--- config.mk ---
export PLATFORM = sky130hd
export DESIGN_NAME = replayController_flat
export DESIGN_NICKNAME = d
export VERILOG_FILES = /design/src/design/primTypesPkg.sv /design/src/design/laneBankIf.sv /design/src/design/replayController.sv /design/src/flat_wrapper.sv
export VERILOG_INCLUDE_DIRS = /design/src /design/src/design
export SDC_FILE = /design/constraint.sdc
export NUM_CORES = 1
export LEC_CHECK = 0
export BUFFER_PORTS_ARGS = -buffer_cell sky130_fd_sc_hd__buf_2
export CAP_MARGIN = 20
export CORE_AREA = 2 2 72 74
export DETAILED_ROUTE_END_ITERATION = 16
export DIE_AREA = 0 0 74 76
export PLACE_DENSITY = 0.68
export SLEW_MARGIN = 10
export SYNTH_ARGS = -nofsm -noshare
export SYNTH_HDL_FRONTEND = slang
export SYNTH_SLANG_ARGS = --single-unit
--- constraint.sdc ---
create_clock -name OSC_50_BANK6 -period 0.8 [get_ports OSC_50_BANK6]
set_clock_uncertainty 0.05 [all_clocks]
set_input_delay 0.12 -clock OSC_50_BANK6 [delete_from_list [all_inputs] [get_ports OSC_50_BANK6]]
set_output_delay 0.12 -clock OSC_50_BANK6 [all_outputs]
set_load 0.05 [all_outputs]
--- src/design/primReplayMacros.svh ---
`ifndef PRIM_REPLAY_MACROS_SVH
`define PRIM_REPLAY_MACROS_SVH

// ========================================
// Lane buffer geometry
// ========================================
`define NUM_LANES        5
`define PRIM_WIDTH       64
`define LANE_DEPTH       16
`define FILL_WIDTH       5     // Holds 0 up to LANE_DEPTH

// Below this fill a lane asks the host for more words
`define REFILL_THRESHOLD 8

// ========================================
// Reset sequence and burst markers
// ========================================
// Scaled down from 200000 and 65000000 board cycles
`define RST_HOLD_CYCLES  200
`define RST_CLEAR_END    650   // Total count with hold included

`define MARKER_CYCLES    4

`endif

--- src/design/primTypesPkg.sv ---
`include "primReplayMacros.svh"

package primTypesPkg;

   // One primitive word as loaded by the host
   typedef logic [`PRIM_WIDTH-1:0] primWord_t;

   // Lane number wide enough for all five ports
   typedef logic [2:0] laneIdx_t;

   typedef logic [`FILL_WIDTH-1:0] fillLevel_t;  // Words held in one lane

   typedef logic [`NUM_LANES-1:0] laneMask_t;    // One bit per lane

endpackage

--- src/design/laneBankIf.sv ---
`timescale 1ns/1ps
`include "primReplayMacros.svh"

// Write side of the lane buffers as driven by the controller
interface laneBankIf;
   import primTypesPkg::*;

   logic       wrEn;
   laneIdx_t   wrLane;
   primWord_t  wrData;
   logic       clear;                // Empties every lane
   fillLevel_t fill [`NUM_LANES];
   laneMask_t  full;

   modport ctrl (output wrEn, wrLane, wrData, clear, input fill, full);
   modport bank (input wrEn, wrLane, wrData, clear, output fill, full);

endinterface


--- src/design/replayController.sv ---
`timescale 1ns/1ps
`include "primReplayMacros.svh"

module replayController (
   input  logic                    OSC_50_BANK6,
   input  logic                    rstN,
   input  logic                    hostReq,
   input  primTypesPkg::laneIdx_t  hostLane,
   input  primTypesPkg::primWord_t hostData,
   input  logic                    ctrlStart,
   input  logic                    startButtonN,
   input  logic [3:0]              detectorUnderInit,
   input  logic                    clearActive,
   output logic                    hostAck,
   output logic                    burst,
   output primTypesPkg::laneMask_t refillIrq,
   output primTypesPkg::laneMask_t polling,
   laneBankIf.ctrl                 bank
);
   import primTypesPkg::*;

   logic      laneOk;
   logic      laneRoom;
   logic      accept;
   laneMask_t lowMask;

   // ========================================
   // Host load handshake
   // ========================================
   assign laneOk   = (hostLane < `NUM_LANES);
   assign laneRoom = !laneOk || !bank.full[hostLane];   // Bad lane is acked, not stored

   // Fresh request, room in the lane, no clear running
   assign accept = hostReq && !hostAck && !clearActive && laneRoom;

   always_ff @(posedge OSC_50_BANK6 or negedge rstN) begin
      if (!rstN) begin
         hostAck <= 1'b0;
      end else if (accept) begin
         hostAck <= 1'b1;
      end else if (!hostReq) begin
         hostAck <= 1'b0;   // Host has released req
      end
   end

   // Word goes in on the same edge that raises hostAck
   assign bank.wrEn   = accept && laneOk;
   assign bank.wrLane = hostLane;
   assign bank.wrData = hostData;
   assign bank.clear  = clearActive;

   // ========================================
   // Burst and refill requests
   // ========================================
   assign burst = ctrlStart | ~startButtonN;   // Button is active low

   always_comb begin
      for (int i = 0; i < `NUM_LANES; i++) begin
         lowMask[i] = (bank.fill[i] < `REFILL_THRESHOLD);
      end
   end

   always_ff @(posedge OSC_50_BANK6 or negedge rstN) begin
      if (!rstN) begin
         refillIrq <= '0;
         polling   <= '0;
      end else if (burst) begin
         refillIrq <= lowMask;
         polling   <= lowMask;
      end else begin
         // Between bursts the irq lines report detectors still in init
         refillIrq <= laneMask_t'(detectorUnderInit);
         polling   <= '0;
      end
   end

endmodule

--- src/flat_wrapper.sv ---
// flat-port wrapper written by rule: the top's interface ports become plain ports
module replayController_flat import primTypesPkg::*;
  (OSC_50_BANK6, rstN, hostReq, hostLane, hostData, ctrlStart, startButtonN, detectorUnderInit, clearActive, hostAck, burst, refillIrq, polling, bank_wrEn, bank_wrLane, bank_wrData, bank_clear, bank_fill, bank_full);
  laneBankIf bank_i ();
  input  logic OSC_50_BANK6;
  input  logic rstN;
  input  logic hostReq;
  input  primTypesPkg::laneIdx_t hostLane;
  input  primTypesPkg::primWord_t hostData;
  input  logic ctrlStart;
  input  logic startButtonN;
  input  logic [3:0] detectorUnderInit;
  input  logic clearActive;
  output logic hostAck;
  output logic burst;
  output primTypesPkg::laneMask_t refillIrq;
  output primTypesPkg::laneMask_t polling;
  output wire logic [$bits(bank_i.wrEn)-1:0] bank_wrEn;
  output wire logic [$bits(bank_i.wrLane)-1:0] bank_wrLane;
  output wire logic [$bits(bank_i.wrData)-1:0] bank_wrData;
  output wire logic [$bits(bank_i.clear)-1:0] bank_clear;
  input wire logic [$bits(bank_i.fill)-1:0] bank_fill;
  input wire logic [$bits(bank_i.full)-1:0] bank_full;
  assign bank_wrEn = bank_i.wrEn;
  assign bank_wrLane = bank_i.wrLane;
  assign bank_wrData = bank_i.wrData;
  assign bank_clear = bank_i.clear;
  assign bank_i.fill = {>>{bank_fill}};
  assign bank_i.full = bank_full;
  replayController u_core (.OSC_50_BANK6(OSC_50_BANK6), .rstN(rstN), .hostReq(hostReq), .hostLane(hostLane), .hostData(hostData), .ctrlStart(ctrlStart), .startButtonN(startButtonN), .detectorUnderInit(detectorUnderInit), .clearActive(clearActive), .hostAck(hostAck), .burst(burst), .refillIrq(refillIrq), .polling(polling), .bank(bank_i));
endmodule
=== Word level (Yosys, flattened, before mapping) ===
Index checks and enable logic that the tools add are counted.

* Register bits after elaboration: 11
* Bits of input ports: 107
* Output and inout port bits: 81
* Word-level logic and storage cells: 28

* $lt $le $gt $ge: 7
* Equality and inequality tests: 1
* Muxes and demuxes: 6
* Bitwise logic cells: 2
* Reduce and logical (&&, ||, !) cells: 9

{| class="wikitable"
|+ Operator list
! cell !! number
|-
| $lt 5x4->1 const B || 5
|-
| $mux 5 || 2
|-
| $logic_and 1x1->1 || 4
|-
| $logic_not 1->1 || 4
|-
| $lt 3x4->1 const B || 1
|-
| $bmux 1 s3 || 1
|-
| $lt 3x3->1 const B || 1
|-
| $mux 1 || 3
|-
| $ne 2x1->1 const B || 1
|-
| $logic_or 1x1->1 || 1
|-
| $not 1->1 || 1
|-
| $or 1x1->1 || 1
|}

=== Depth between registers and ports, before layout ===
Gate-level depths: netlist of the first run.

* Depth in word-level cells: 6
* Depth in mapped cells: 4
* Depth with buffers taken out: 3

=== Worst setup path after synthesis of the first run ===
OpenSTA, ideal clock, no wires.

* Path kind: reg2out
* Start point: reg u_core.hostAck
* End point: out bank_wrEn
* Arrival time: 1.610 ns
* Data required time: 0.630 ns
* Path slack: -0.980 ns
* Cell stages (with the launch flop): 2
* Buffers on the path: 0
* Path through: dfrtp_1 nor4b_2

* Cells in the longest elaborated chain, start to end: 5

{| class="wikitable"
|+ RTL lines
! what !! RTL line !! text
|-
| start, declared || replayController.sv:14 || <nowiki>output logic hostAck,</nowiki>
|-
| start signal, assigned || replayController.sv:38 || <nowiki>hostAck <= 1'b0;</nowiki>
|-
| start signal, assigned || replayController.sv:40 || <nowiki>hostAck <= 1'b1;</nowiki>
|-
| start signal, assigned || replayController.sv:42 || <nowiki>hostAck <= 1'b0;</nowiki>
|-
| $logic_not 1->1 || replayController.sv:34 || <nowiki>assign accept = hostReq && !hostAck && !clearActive && laneRoom;</nowiki>
|-
| $logic_and 1x1->1 (3 in a row) || replayController.sv:34 ||
|-
| $logic_and 1x1->1 || replayController.sv:47 || <nowiki>assign bank.wrEn = accept && laneOk;</nowiki>
|-
| end, declared || flat_wrapper.sv:18 || <nowiki>output wire logic [$bits(bank_i.wrEn)-1:0] bank_wrEn;</nowiki>
|}

No other way between the ends.

=== Worst setup path after layout of the first run ===
Same ends and word-level chain as after synthesis.

==> results.txt, run 1 <==
The warning count from the yosys run came out at 0. The later pin in the worst-skew pair is clocked with a latency of 0.23 ns. The flow ran to the end, but the final reports show violations. The via count of the first global-routing pass is 551. Net switching component of the power: 0.000515 W. Across the run, the number of max-cap violations was 0. For this run, the leading register cell type out of synthesis is sky130_fd_sc_hd__dfrtp_1. The sequential area share after synthesis is 27.1%, and the upper clock frequency limit is 792 MHz. The actual transition at the worst max-transition pin is 0.249 ns.

sky130_fd_sc_hd__buf_4 takes more of the synthesized area than any other cell. The number of remaining DRC errors came out at 0. The tools report the final count of pins violating max slew as 0. The initialized floorplan defines 26 standard-cell rows. The H-tree depth is 1, and the worst vdd rail ir drop is 0.000494 V. Once detail routing completed, the nets flagged for antenna violations numbered 0. Largest stage delay on the critical path: 0.41 ns.

The worst hold path belongs to the class input pin to flop. The tools report the launching point of the worst reg2reg path as u_core.hostAck$_DFFE_PN0P_. The tree is rooted in a sky130_fd_sc_hd__clkbuf_8. Net switching is 29.9% of the power. In the routed layout, each cell is associated on average with a via count of 3.59.

The logs give 0.00121 W for the design internal power and 11 for the number of DRC violations after detailed-routing iteration 0. After synthesis, the netlist uses 14 different library cells. The CTS clock-pin slew for the worst setup and hold paths is 0.05 ns.

Once the floorplan was initialized, standard cells occupied 18.8% of the core. In this run the worst setup path begins at u_core.hostAck$_DFFE_PN0P_. The number of antenna repair diodes came out at 0. The peak fanout along the critical path was 2. The first global-routing pass estimated 2700 microns of wire. For the worst setup path, the data arrival time is 1.09 ns. The gate count after technology mapping is 102. The clock network is responsible for 36.1% of the overall power.

Once layout is complete, the utilization of the core stands at 20.5%. The dominant cell by count in the synthesized netlist was sky130_fd_sc_hd__buf_4. CTS saw 10 sinks. In the final layout, the share of cells above drive strength 1 is 73.6%. In this run, the combinational gates consume 31.3% of the power.

The number of flip-flops and latches in the synthesized netlist is 10, and the area of the mapped netlist is 922 sq um. The tools report the critical path launch point type as a flop. Wires add up to 1960 microns. The xor/xnor cell area share of the yosys netlist is 0%, and the remaining max-slew budget at the tightest pin is 83.3%. The number of synthesized flops with an enable pin was 0; the post-detailed-route wirelength per cell was 12.2 microns. The floorplan die height was 76 microns.

The worst setup path is of the flop to output pin kind. By count the netlist is led by 69 x sky130_fd_sc_hd__buf_4, 10 x sky130_fd_sc_hd__dfrtp_1, 6 x sky130_fd_sc_hd__nor3_1. The worst setup path is captured at an output pin.

The cell at the slowest stage of the critical path is sky130_fd_sc_hd__dfrtp_2. The run gives 0 as the initial antenna violation count. For this run the aggregate overflow at the end of global routing stands at 0. Each instance of the synthesized netlist takes up on average 9.04 sq um. The net count of the finished layout is 199. The count of input and output buffers works out to 44. Of the total synthesized cell area, the portion taken by full adders, half adders and majority gates is 0%. Setup repair after global routing could not meet its margin everywhere.

Setup violations remaining at the end of the flow were counted as 14. The post-synthesis compound-gate area fraction came out at 5.29%. The post-synth net total came out at 209.

The number of iterations in the first detailed-routing pass was 3; the overall fraction of global-route tracks in use was 6.64%. In the synthesized netlist the async set-or-reset flop fraction comes to 100%. The logs give 0.509 nW for the static leakage power and 0.507 for the placer's final routability congestion estimate.

The run gives 5620 sq um as the die outline area. The minimum clock period is 1.26 ns. Total number of vias: 578. Placed wire-length estimate after detailed placement: 1530 microns. Total I/O pin count: 188. Sorting the synthesized cells by area gives the leading types as sky130_fd_sc_hd__buf_4 56%, sky130_fd_sc_hd__dfrtp_1 27%, sky130_fd_sc_hd__nor3_1 3.3%. After Yosys synthesis, and, or, nand and nor cells account for 7.87% of the synthesized area. Walking the worst path, the cells encountered are nor4b_4 > buf_6. The synthesis-to-layout area growth was 9.09%.

The tools report the endpoint of the worst setup timing path as bank_wrEn. The worst register-to-register path has a setup slack of -0.17 ns. The final reports fail on negative hold slack, negative setup slack. The top cell type by area accounts for 56.2% of the synthesized area. The destination of the worst register-to-register timing path is u_core.hostAck$_DFFE_PN0P_. In this run the power density over the cells is 1710 nW/um^2. In the synthesized netlist, mux cells make up 2.17% of the area. The number of failing hold endpoints at the final stage is 2, and the number of hold-repair buffers added at the cts stage is 1. The worst register-to-register path has a depth of 4.

The logs give -0.0176 ns for the worst hold slack and 32.6% for the power share of the sequential group. Core box area: 4910 sq um. The die is 74 microns wide. The post-route fraction of the period consumed by the critical path came out at 158%.

Counting the buffers created by CTS gives 3. TritonCTS built the clock tree. The required time of the worst setup path was 0.63 ns; the pin count of the biggest net entering global routing was 11.

The tools report the post-layout worst setup margin as -0.462 ns. After synthesis, the largest family of logic cells by area is buffers and inverters. The clock passes through at most 2 buffers.
[cell type report]
class	count	area [sq um]
clock buffers	4	55.1
fillers	531	3910
inverters	2	11.3
multi-input cells	20	179
flip-flops and latches	10	253
well taps	70	87.6
repair buffers	55	420
[state kept, by name, indices dropped and copies added, names as in the netlist]
signal            count
u_core.hostAck        1
u_core.refillIrq      4
u_core.polling        5
[how the worst min path moves through the flow]
stage	startpoint	endpoint	cells after the start
6_report	bank_fill[4]	u_core.polling[4]$_DFF_PN0_	2
5_1_grt	bank_fill[3]	u_core.polling[4]$_DFF_PN0_	2
4_1_cts	bank_fill[3]	u_core.polling[4]$_DFF_PN0_	2
3_5_place_dp	rstN	u_core.refillIrq[0]$_DFF_PN0_	1
3_3_place_gp	rstN	u_core.refillIrq[0]$_DFF_PN0_	1
2_1_floorplan	rstN	u_core.hostAck$_DFFE_PN0P_	0
[per-stage QoR]
step / power [W] / setup WS (ns) / cells / area, sq um / setup TNS, ns
after floorplan: 0.00170 / -0.564 / 102 / 947 / -0.689
after global placement: 0.000987 / -0.560 / 153 / 774 / -2.40
after detailed placement: 0.000991 / -0.594 / 153 / 774 / -2.43
after CTS: 0.00175 / -0.479 / 161 / 985 / -2.52
after global routing: 0.00182 / -0.501 / 161 / 1010 / -2.74
final: 0.00172 / -0.462 / 161 / 1010 / -2.38
[layer usage]
layer	routed length (microns)	share of wire (%)	global-route usage (%)	vias to the layer above
met1	616	31	5.46	265
li1	-	-	-	234
met2	939	48	10.2	57
met5	0	0	0	-
met4	171	8.7	8.73	0
met3	235	12	2.65	22
[cells in the final DEF (no fill, tap or decap)]
| cell | instances |
|---|---|
| sky130_fd_sc_hd__buf_6 | 16 |
| sky130_fd_sc_hd__a21o_1 | 4 |
| sky130_fd_sc_hd__buf_4 | 8 |
| sky130_fd_sc_hd__mux2i_1 | 2 |
| sky130_fd_sc_hd__dlygate4sd3_1 | 1 |
| sky130_fd_sc_hd__nor4b_4 | 1 |
| sky130_fd_sc_hd__clkbuf_8 | 4 |
| sky130_fd_sc_hd__dfrtp_1 | 8 |
| sky130_fd_sc_hd__o21ai_0 | 2 |
| sky130_fd_sc_hd__buf_2 | 28 |
| sky130_fd_sc_hd__nand2_1 | 1 |
| sky130_fd_sc_hd__nand4bb_1 | 1 |
| sky130_fd_sc_hd__nor3_2 | 3 |
| sky130_fd_sc_hd__clkinvlp_4 | 1 |
| sky130_fd_sc_hd__nand2b_1 | 1 |
| sky130_fd_sc_hd__dfrtp_2 | 2 |
| sky130_fd_sc_hd__inv_1 | 1 |
| sky130_fd_sc_hd__o2111ai_2 | 1 |
| sky130_fd_sc_hd__buf_8 | 2 |
| sky130_fd_sc_hd__nor3_1 | 3 |
| sky130_fd_sc_hd__nor2b_4 | 1 |
[worst max-delay path: cells and delay by family, from the launching register on]
family	cells	cell delay, ns
buf+inv	1	0.19
flops	1	0.41
simple gates	1	0.26
[logic make-up (layout without fill, tap and decap cells)]
group / after synthesis / after routing
AOI/OAI and AO/OA: 7 / 7
buffers and inverters: 72 / 61
DFF: 10 / 10
muxes: 2 / 2
and+or+nand+nor: 11 / 11
[power by group through the flow]
stage | Sequential [W] | Combinational (W) | Clock [W]
6_report | 0.000562 | 0.000540 | 0.000622
5_1_grt | 0.000563 | 0.000572 | 0.000681
4_1_cts | 0.000561 | 0.000533 | 0.000655
3_5_place_dp | 0.000563 | 0.000428 | 0
3_3_place_gp | 0.000562 | 0.000426 | 0
2_1_floorplan | 0.000687 | 0.00101 | 0
[timing repair]
| action | CTS | global route |
|---|---|---|
| resized for setup | 35 | 6 |
| setup endpoints to repair | 13 | 20 |
| pin swaps | 1 | 0 |
| endpoints found under the hold margin | 12 | 1 |
| buffers inserted | 3 | 1 |
Note: power is estimated with default switching activity, not from simulation.
==> run 2: changes to the inputs <==
--- a/config.mk
+++ b/config.mk
@@ -12,6 +12,7 @@
 export DETAILED_ROUTE_END_ITERATION = 16
 export DIE_AREA = 0 0 74 76
 export PLACE_DENSITY = 0.68
+export SETUP_SLACK_MARGIN = 0.02
 export SLEW_MARGIN = 10
 export SYNTH_ARGS = -nofsm -noshare
 export SYNTH_HDL_FRONTEND = slang
==> run 2 against run 1 <==
The run still ends with negative hold slack, negative setup slack left. Maximum frequency barely moved. Count of clock-buffer cells in the layout is the same. Register-to-register slack about the same. Flip-flop and latch count is the same. Wire length increased by 0.10%. Worst hold slack about the same. Sequential power about the same. Combinational power is 1% higher. Final cell count is the same. Total power rose by 0.40%.
==> results.txt, run 2 (synthesis gave the netlist of run 1 again) <==
The run finished, with violations left. The checks that failed: negative hold slack, negative setup slack. Launching point of the worst reg2reg path: u_core.hostAck$_DFFE_PN0P_. For the number of antenna repair diodes, the log shows 0. Compared with the post-synthesis result, the final layout area differs by 10.6%. The arrival time of data at the critical path endpoint is 1.09 ns. In this run the vertical extent of the chip is 76 microns.

For the worst vdd rail ir drop, the log shows 0.000494 V. The most common library cell in the layout ignoring fill and taps is sky130_fd_sc_hd__buf_2. For the upper clock frequency limit, the log shows 792 MHz. The critical path in this run is classified as flop to output pin. Measured in cells, the most critical reg-to-reg path has a length of 4. The pin count of the biggest net entering global routing is 11. For the initial antenna violation count, the log shows 0. The count of nets left with antenna violations once routing finished came out at 0.

In the routed design, unresolved DRC markers number 0. Along the worst hold path, the cell count comes to 2. The first TritonRoute pass finished after 3 iterations. The post-route fraction of the period consumed by the critical path works out to 158%.

The via count of the first global-routing pass is 551, and the die width is 74 microns. For this run, the slowest stage of the critical path takes 0.41 ns. Data on the critical path is required at its endpoint by 0.63 ns.

Among all stages on the critical path, the largest delay is contributed by sky130_fd_sc_hd__dfrtp_2. Setup violations remaining at the end of the flow were counted as 14. 188 I/O pins were placed. The setup slack on the worst flop-to-flop path was -0.17 ns.

On the critical path the largest part of the delay comes from flip-flops. TritonCTS built the clock tree. The run gives 1970 microns as the detailed-route wire length.

The tools report the placer's final routability congestion estimate as 0.507. The number of hold-repair buffers added at the cts stage came out at 1. More flip-flops sit in one register than any other, and that register is u_core.polling. Setup total negative slack on the finished layout was measured at -2.39 ns. For the number of failing hold endpoints at the final stage, the log shows 2. The clock latency on the worst-skew pair is 0.23 ns, and the total number of vias is 580. Dividing the detail-routed wire length by the instance count gives 12.2 microns. H-tree depth: 1. STA classifies the critical path endpoint as an output pin. The floorplan step defined a die boundary enclosing 5620 sq um. The finished cells cover 1020 sq um. The worst pin sits at a relative slew slack of 84.0%. The count of buffers added on input and output ports is 44. The CTS buffer count was 3.

The root buffer cell chosen for the clock tree is sky130_fd_sc_hd__clkbuf_8. The core region is 4910 sq um. For this design, the sink count on the clock tree is 10. Using the TritonRoute via totals, the vias-per-cell ratio works out to 3.60. The combined buffer and inverter count along the critical path is 1, and the number of DRC violations after detailed-routing iteration 0 is 14. The analysis attributes to cell leakage a power of 0.512 nW.

The worst-case hold path end point was u_core.polling[4]$_DFF_PN0_. The critical path goes through nor4b_4 > buf_6. For this run, the total global-route usage over all layers was measured as 6.64%. The first global-routing pass estimated 2700 microns of wire.

The largest registers in the layout are u_core.polling (5), u_core.refillIrq (4), u_core.hostAck (1). In the layout the commonest cells are 26 x sky130_fd_sc_hd__buf_2, 17 x sky130_fd_sc_hd__buf_6, 8 x sky130_fd_sc_hd__dfrtp_1. The critical path launch point type was a flop. The flip-flop count of the largest register, all copies and words added came out at 5. The tools report the worst hold slack as -0.0179 ns.

Setup repair after global routing could not meet its margin everywhere. The final count of pins violating max slew is 0. Clock-pin slew was measured on the worst setup and hold paths at 0.05 ns.

At the pin with the least slew margin, the transition time is 0.241 ns. The total cell area at the placement stage was 774 sq um. The tools report the number of buffers on the longest clock path as 2. The path class of the tightest hold or removal check is input pin to flop. The peak fanout along the critical path is 2. The run gives 0 as the overall overflow remaining after global route. The launch instance of the worst min-delay path was bank_fill[4].

The floorplan has 26 rows. Max-cap violations in this run came to 0. Fraction of layout cells with a size suffix above 1: 74.7%.

The tools report the destination of the worst register-to-register timing path as u_core.hostAck$_DFFE_PN0P_. Counting the fill cells in the layout gives 531. Minimum clock period: 1.26 ns. Power spread over the standard cell area amounts to 1700 nW/um^2. The tools report the count of nets after finishing as 199. The run gives 1530 microns as the placed wire-length estimate after detailed placement. The post-layout worst setup margin is -0.462 ns.

The initial utilization of the core area, before any placement, comes to 18.8%.
run 2: changes by cell type in the layout (fill, tap and decap cells not counted):
| cell | before | now |
|---|---|---|
| sky130_fd_sc_hd__buf_2 | 28 | 26 |
| sky130_fd_sc_hd__buf_6 | 16 | 17 |
| sky130_fd_sc_hd__nor3_2 | 3 | 4 |
| sky130_fd_sc_hd__buf_4 | 8 | 7 |
| sky130_fd_sc_hd__clkbuf_4 | 0 | 2 |
| sky130_fd_sc_hd__nor3_1 | 3 | 2 |
run 2: power breakdown:
group	switching [W]	internal, W
Clock	0.000190	0.000432
Sequential	0.0000196	0.000542
Combinational	0.000307	0.000239
run 2: how the worst max path moves through the flow:
| stage | from | cells past startpoint | endpoint | slack [ns] |
|---|---|---|---|---|
| floorplan | u_core.hostAck$_DFFE_PN0P_ | 1 | bank_wrEn | -0.56 |
| global placement | hostLane[0] | 5 | bank_wrEn | -0.56 |
| detailed placement | hostLane[0] | 5 | bank_wrEn | -0.59 |
| CTS | u_core.hostAck$_DFFE_PN0P_ | 2 | bank_wrEn | -0.48 |
| global route | u_core.hostAck$_DFFE_PN0P_ | 2 | bank_wrEn | -0.50 |
| finish | u_core.hostAck$_DFFE_PN0P_ | 2 | bank_wrEn | -0.46 |
run 2: final cells by class:
cell class | count | area [sq um] | share of cell area (%)
sequential | 10 | 253 | 24.8
tap | 70 | 87.6 | 8.59
inverter | 2 | 11.3 | 1.10
clock buffer | 4 | 55.1 | 5.40
timing repair buffer | 55 | 429 | 42.1
multi-input combinational | 20 | 184 | 18.0
run 2: metal layers:
layer / routed length, microns / global-route usage, % / part of all wire [%]
met5: 0 / 0 / 0
met4: 171 / 8.73 / 8.7
met3: 234 / 2.65 / 12
met2: 943 / 10.2 / 48
met1: 615 / 5.46 / 31
run 2: what timing repair did:
| action | 4_1_cts | 5_1_grt |
|---|---|---|
| gates cloned | 0 | 0 |
| setup endpoints to repair | 14 | 23 |
| setup buffers | 3 | 1 |
| resized for setup | 35 | 10 |
| hold endpoints to repair | 12 | 2 |
| pin swaps | 1 | 0 |
run 2: per-stage QoR:
stage | util, % | worst slack (ns) | hold slack [ns] | instances | total power (W)
after global routing | 20.8 | -0.501 | -0.00938 | 161 | 0.00182
after floorplan | - | -0.564 | -0.226 | 102 | 0.00170
final | 20.8 | -0.462 | -0.0179 | 161 | 0.00173
after CTS | 20.0 | -0.479 | -0.0257 | 161 | 0.00175
after global placement | 15.8 | -0.560 | -0.0498 | 153 | 0.000987
after detailed placement | 15.8 | -0.594 | -0.0477 | 153 | 0.000991
==> run 3: changes to the inputs <==
--- a/config.mk
+++ b/config.mk
@@ -8,12 +8,12 @@
 export LEC_CHECK = 0
 export BUFFER_PORTS_ARGS = -buffer_cell sky130_fd_sc_hd__buf_2
 export CAP_MARGIN = 20
-export CORE_AREA = 2 2 72 74
+export CELL_PAD_IN_SITES_DETAIL_PLACEMENT = 0
+export CELL_PAD_IN_SITES_GLOBAL_PLACEMENT = 1
+export CORE_UTILIZATION = 12
 export DETAILED_ROUTE_END_ITERATION = 16
-export DIE_AREA = 0 0 74 76
-export PLACE_DENSITY = 0.68
+export PLACE_DENSITY_LB_ADDON = 0.1
 export SETUP_SLACK_MARGIN = 0.02
-export SLEW_MARGIN = 10
 export SYNTH_ARGS = -nofsm -noshare
 export SYNTH_HDL_FRONTEND = slang
 export SYNTH_SLANG_ARGS = --single-unit
==> run 3 against run 2 <==
The run still ends with negative hold slack, negative setup slack left. Design area rose by 3.1%. First-iteration DRC count fell by 100%. Critical path depth rose by 4. Clock power rose by 0.6%. Sequential power barely moved. Die area rose by 43%. Total power fell by 0.25%. Combinational power fell by 2%. Critical path type is now input pin to output pin. Largest cell class unchanged.
==> results.txt, run 3 (synthesis gave the netlist of run 1 again) <==
The run finished, with violations left. The final reports fail on negative hold slack, negative setup slack. For this run, the top clock speed supported by timing is 795 MHz. The total I/O pin count was 188; the placer's final routability congestion estimate was 0.590. The final count of pins violating max slew is 0. The longest clock path from root to sink contains 2 buffers. The register with the most flip-flops in the layout has 5 of them.

For the CTS buffer count, the log shows 3. For this run, the number of standard cells in the final layout without fillers is 188. STA classifies the critical path endpoint as an output pin. Leaving out fill and tap cells, the most frequent cell in the layout is sky130_fd_sc_hd__buf_2. Family of cells with the greatest summed delay on the critical path: buffers and inverters. The cell sitting at the root of the clock tree is a sky130_fd_sc_hd__clkbuf_8. In this run the vertical extent of the chip is 89.7 microns. The placed wire-length estimate after detailed placement is 1650 microns. Once the floorplan was initialized, standard cells occupied 12.6% of the core. The detailed-route wire length came out at 1960 microns. The number of setup violations in the final report is 14.

The static leakage power is 0.503 nW. The sum of negative setup slack is -2.19 ns. The largest registers in the layout are u_core.polling (5), u_core.refillIrq (4), u_core.hostAck (1). In this run, the number of DRC markers left after iteration 0 of detailed routing was 0. Ranked by flip-flop count, first place goes to u_core.polling.

The max-cap check violation count is 0, and the fraction of layout cells with a size suffix above 1 is 75.3%. The tightest min-delay check is of the input pin to flop type. The pin count of the biggest net entering global routing is 11. In the layout the commonest cells are 28 x sky130_fd_sc_hd__buf_2, 18 x sky130_fd_sc_hd__buf_6, 8 x sky130_fd_sc_hd__dfrtp_1. The tools report the critical path launch point type as an input pin. For this design, the slowest cell found on the critical path is sky130_fd_sc_hd__nor4b_4. Fill cells in the final layout number 836. The critical path is of the input pin to output pin type.

The tools report the post-layout worst setup margin as -0.458 ns. Traced cell by cell, the critical path runs through buf_8 > buf_6 > mux2i_2 > nor3_2 > nor4b_4 > buf_6. For the pin with the worst max-slew slack, the measured transition is 0.277 ns. The via count of the first global-routing pass is 574, and the remaining max-slew budget at the tightest pin is 81.4%. The initial antenna violation count was 0.

The total number of vias was 545. Subtracting the final worst setup slack from the clock period gives 1.26 ns. The count of nets left with antenna violations once routing finished came out at 0. The number of hold-repair buffers added at the cts stage came out at 1.

In this run the worst path has a maximum fanout of 4. The initialized floorplan defines 31 standard-cell rows. The number of failing hold endpoints at the final stage was 2; the required time of the worst setup path was 0.63 ns.

The clock latency on the worst-skew pair is 0.23 ns, and the number of antenna repair diodes is 0. The number of iterations in the first detailed-routing pass was 1; the die width was 89.7 microns. The synthesis-to-layout area growth came out at 14.0%. For this design the ratio of total power to cell area is 1640 nW/um^2. After the last flow step, the layout net total stands at 197. The H-tree depth was 1; the routed via count divided by cell count was 2.90. In the global route stage, overall resource usage came out at 4.43%. The total overflow left after global routing is 0. The number of placed instances, taps included, is 182. VDD sags by at most 0.000410 V. The largest single stage delay on the critical path is 0.29 ns.

The worst-case setup slack after placement was -0.594 ns. The cell with the most instances on the worst path was sky130_fd_sc_hd__buf_6. After layout, the worst path uses 157% of the clock period.

The first global-routing pass estimated 2560 microns of wire. In the final routed layout, each cell accounts on average for 10.4 microns. The combined buffer and inverter count along the critical path was 3. Setup repair after global routing could not meet its margin everywhere.

After clock tree synthesis, the clock-pin slew on the worst setup and hold paths is 0.04 ns. The run gives 7330 sq um as the core box area. The die outline area is 8040 sq um. In the routed design, unresolved DRC markers number 0.

The count of buffers added on input and output ports is 44. The worst hold slack was -0.0122 ns; the number of sinks on the clock net was 10. TritonCTS built the clock tree.

STA puts the critical path data arrival time at 1.09 ns.
-- run 3: power by group --
group	internal (W)	switching, W	leakage, nW
Sequential	0.000542	0.0000216	0.127
Combinational	0.000234	0.000303	0.348
Clock	0.000432	0.000193	0.0288
-- run 3: metal layers --
layer  wire length [microns]  vias to the layer above  GRT usage (%)
met3                     393                       28           3.47
met5                       0                        -              0
met2                     858                       51           7.37
met1                     602                      238           3.36
met4                     106                        0           3.61
li1                        -                      228              -
-- run 3: final timing paths --
check | slack [ns] | cells after the start | endpoint | startpoint
max | -0.46 | 6 | bank_wrEn | hostLane[0]
min | -0.01 | 2 | u_core.polling[4]$_DFF_PN0_ | bank_fill[4]
max reg2reg | -0.05 | 3 | u_core.hostAck$_DFFE_PN0P_ | u_core.hostAck$_DFFE_PN0P_
min reg2reg | 0.60 | 3 | u_core.hostAck$_DFFE_PN0P_ | u_core.hostAck$_DFFE_PN0P_
max in group asynchronous | 0.24 | 2 | u_core.polling[4]$_DFF_PN0_ | rstN
min in group asynchronous | 0.24 | 2 | u_core.refillIrq[1]$_DFF_PN0_ | rstN
-- run 3: cell type report --
class | instances | area (sq um) | share of cell area [%]
Clock buffer | 4 | 55.1 | 5.24
Inverter | 2 | 11.3 | 1.07
Multi-Input combinational cell | 20 | 188 | 17.9
Sequential cell | 10 | 253 | 24.0
Tap cell | 99 | 124 | 11.8
Timing Repair Buffer | 53 | 420 | 40.0
-- run 3: what timing repair did --
item	4_1_cts	5_1_grt
cloned	0	0
resized for setup	39	7
pin swaps	1	3
setup endpoints to repair	15	17
endpoints found under the hold margin	12	2
buffers inserted	1	0
-- run 3: per-stage QoR --
step | utilization [%] | total power [W] | area [sq um]
4_1_cts | 14.0 | 0.00175 | 1030
3_5_place_dp | 11.1 | 0.000999 | 811
2_1_floorplan | - | 0.00170 | 947
5_1_grt | 14.3 | 0.00181 | 1050
3_3_place_gp | 11.1 | 0.00100 | 811
6_report | 14.3 | 0.00173 | 1050
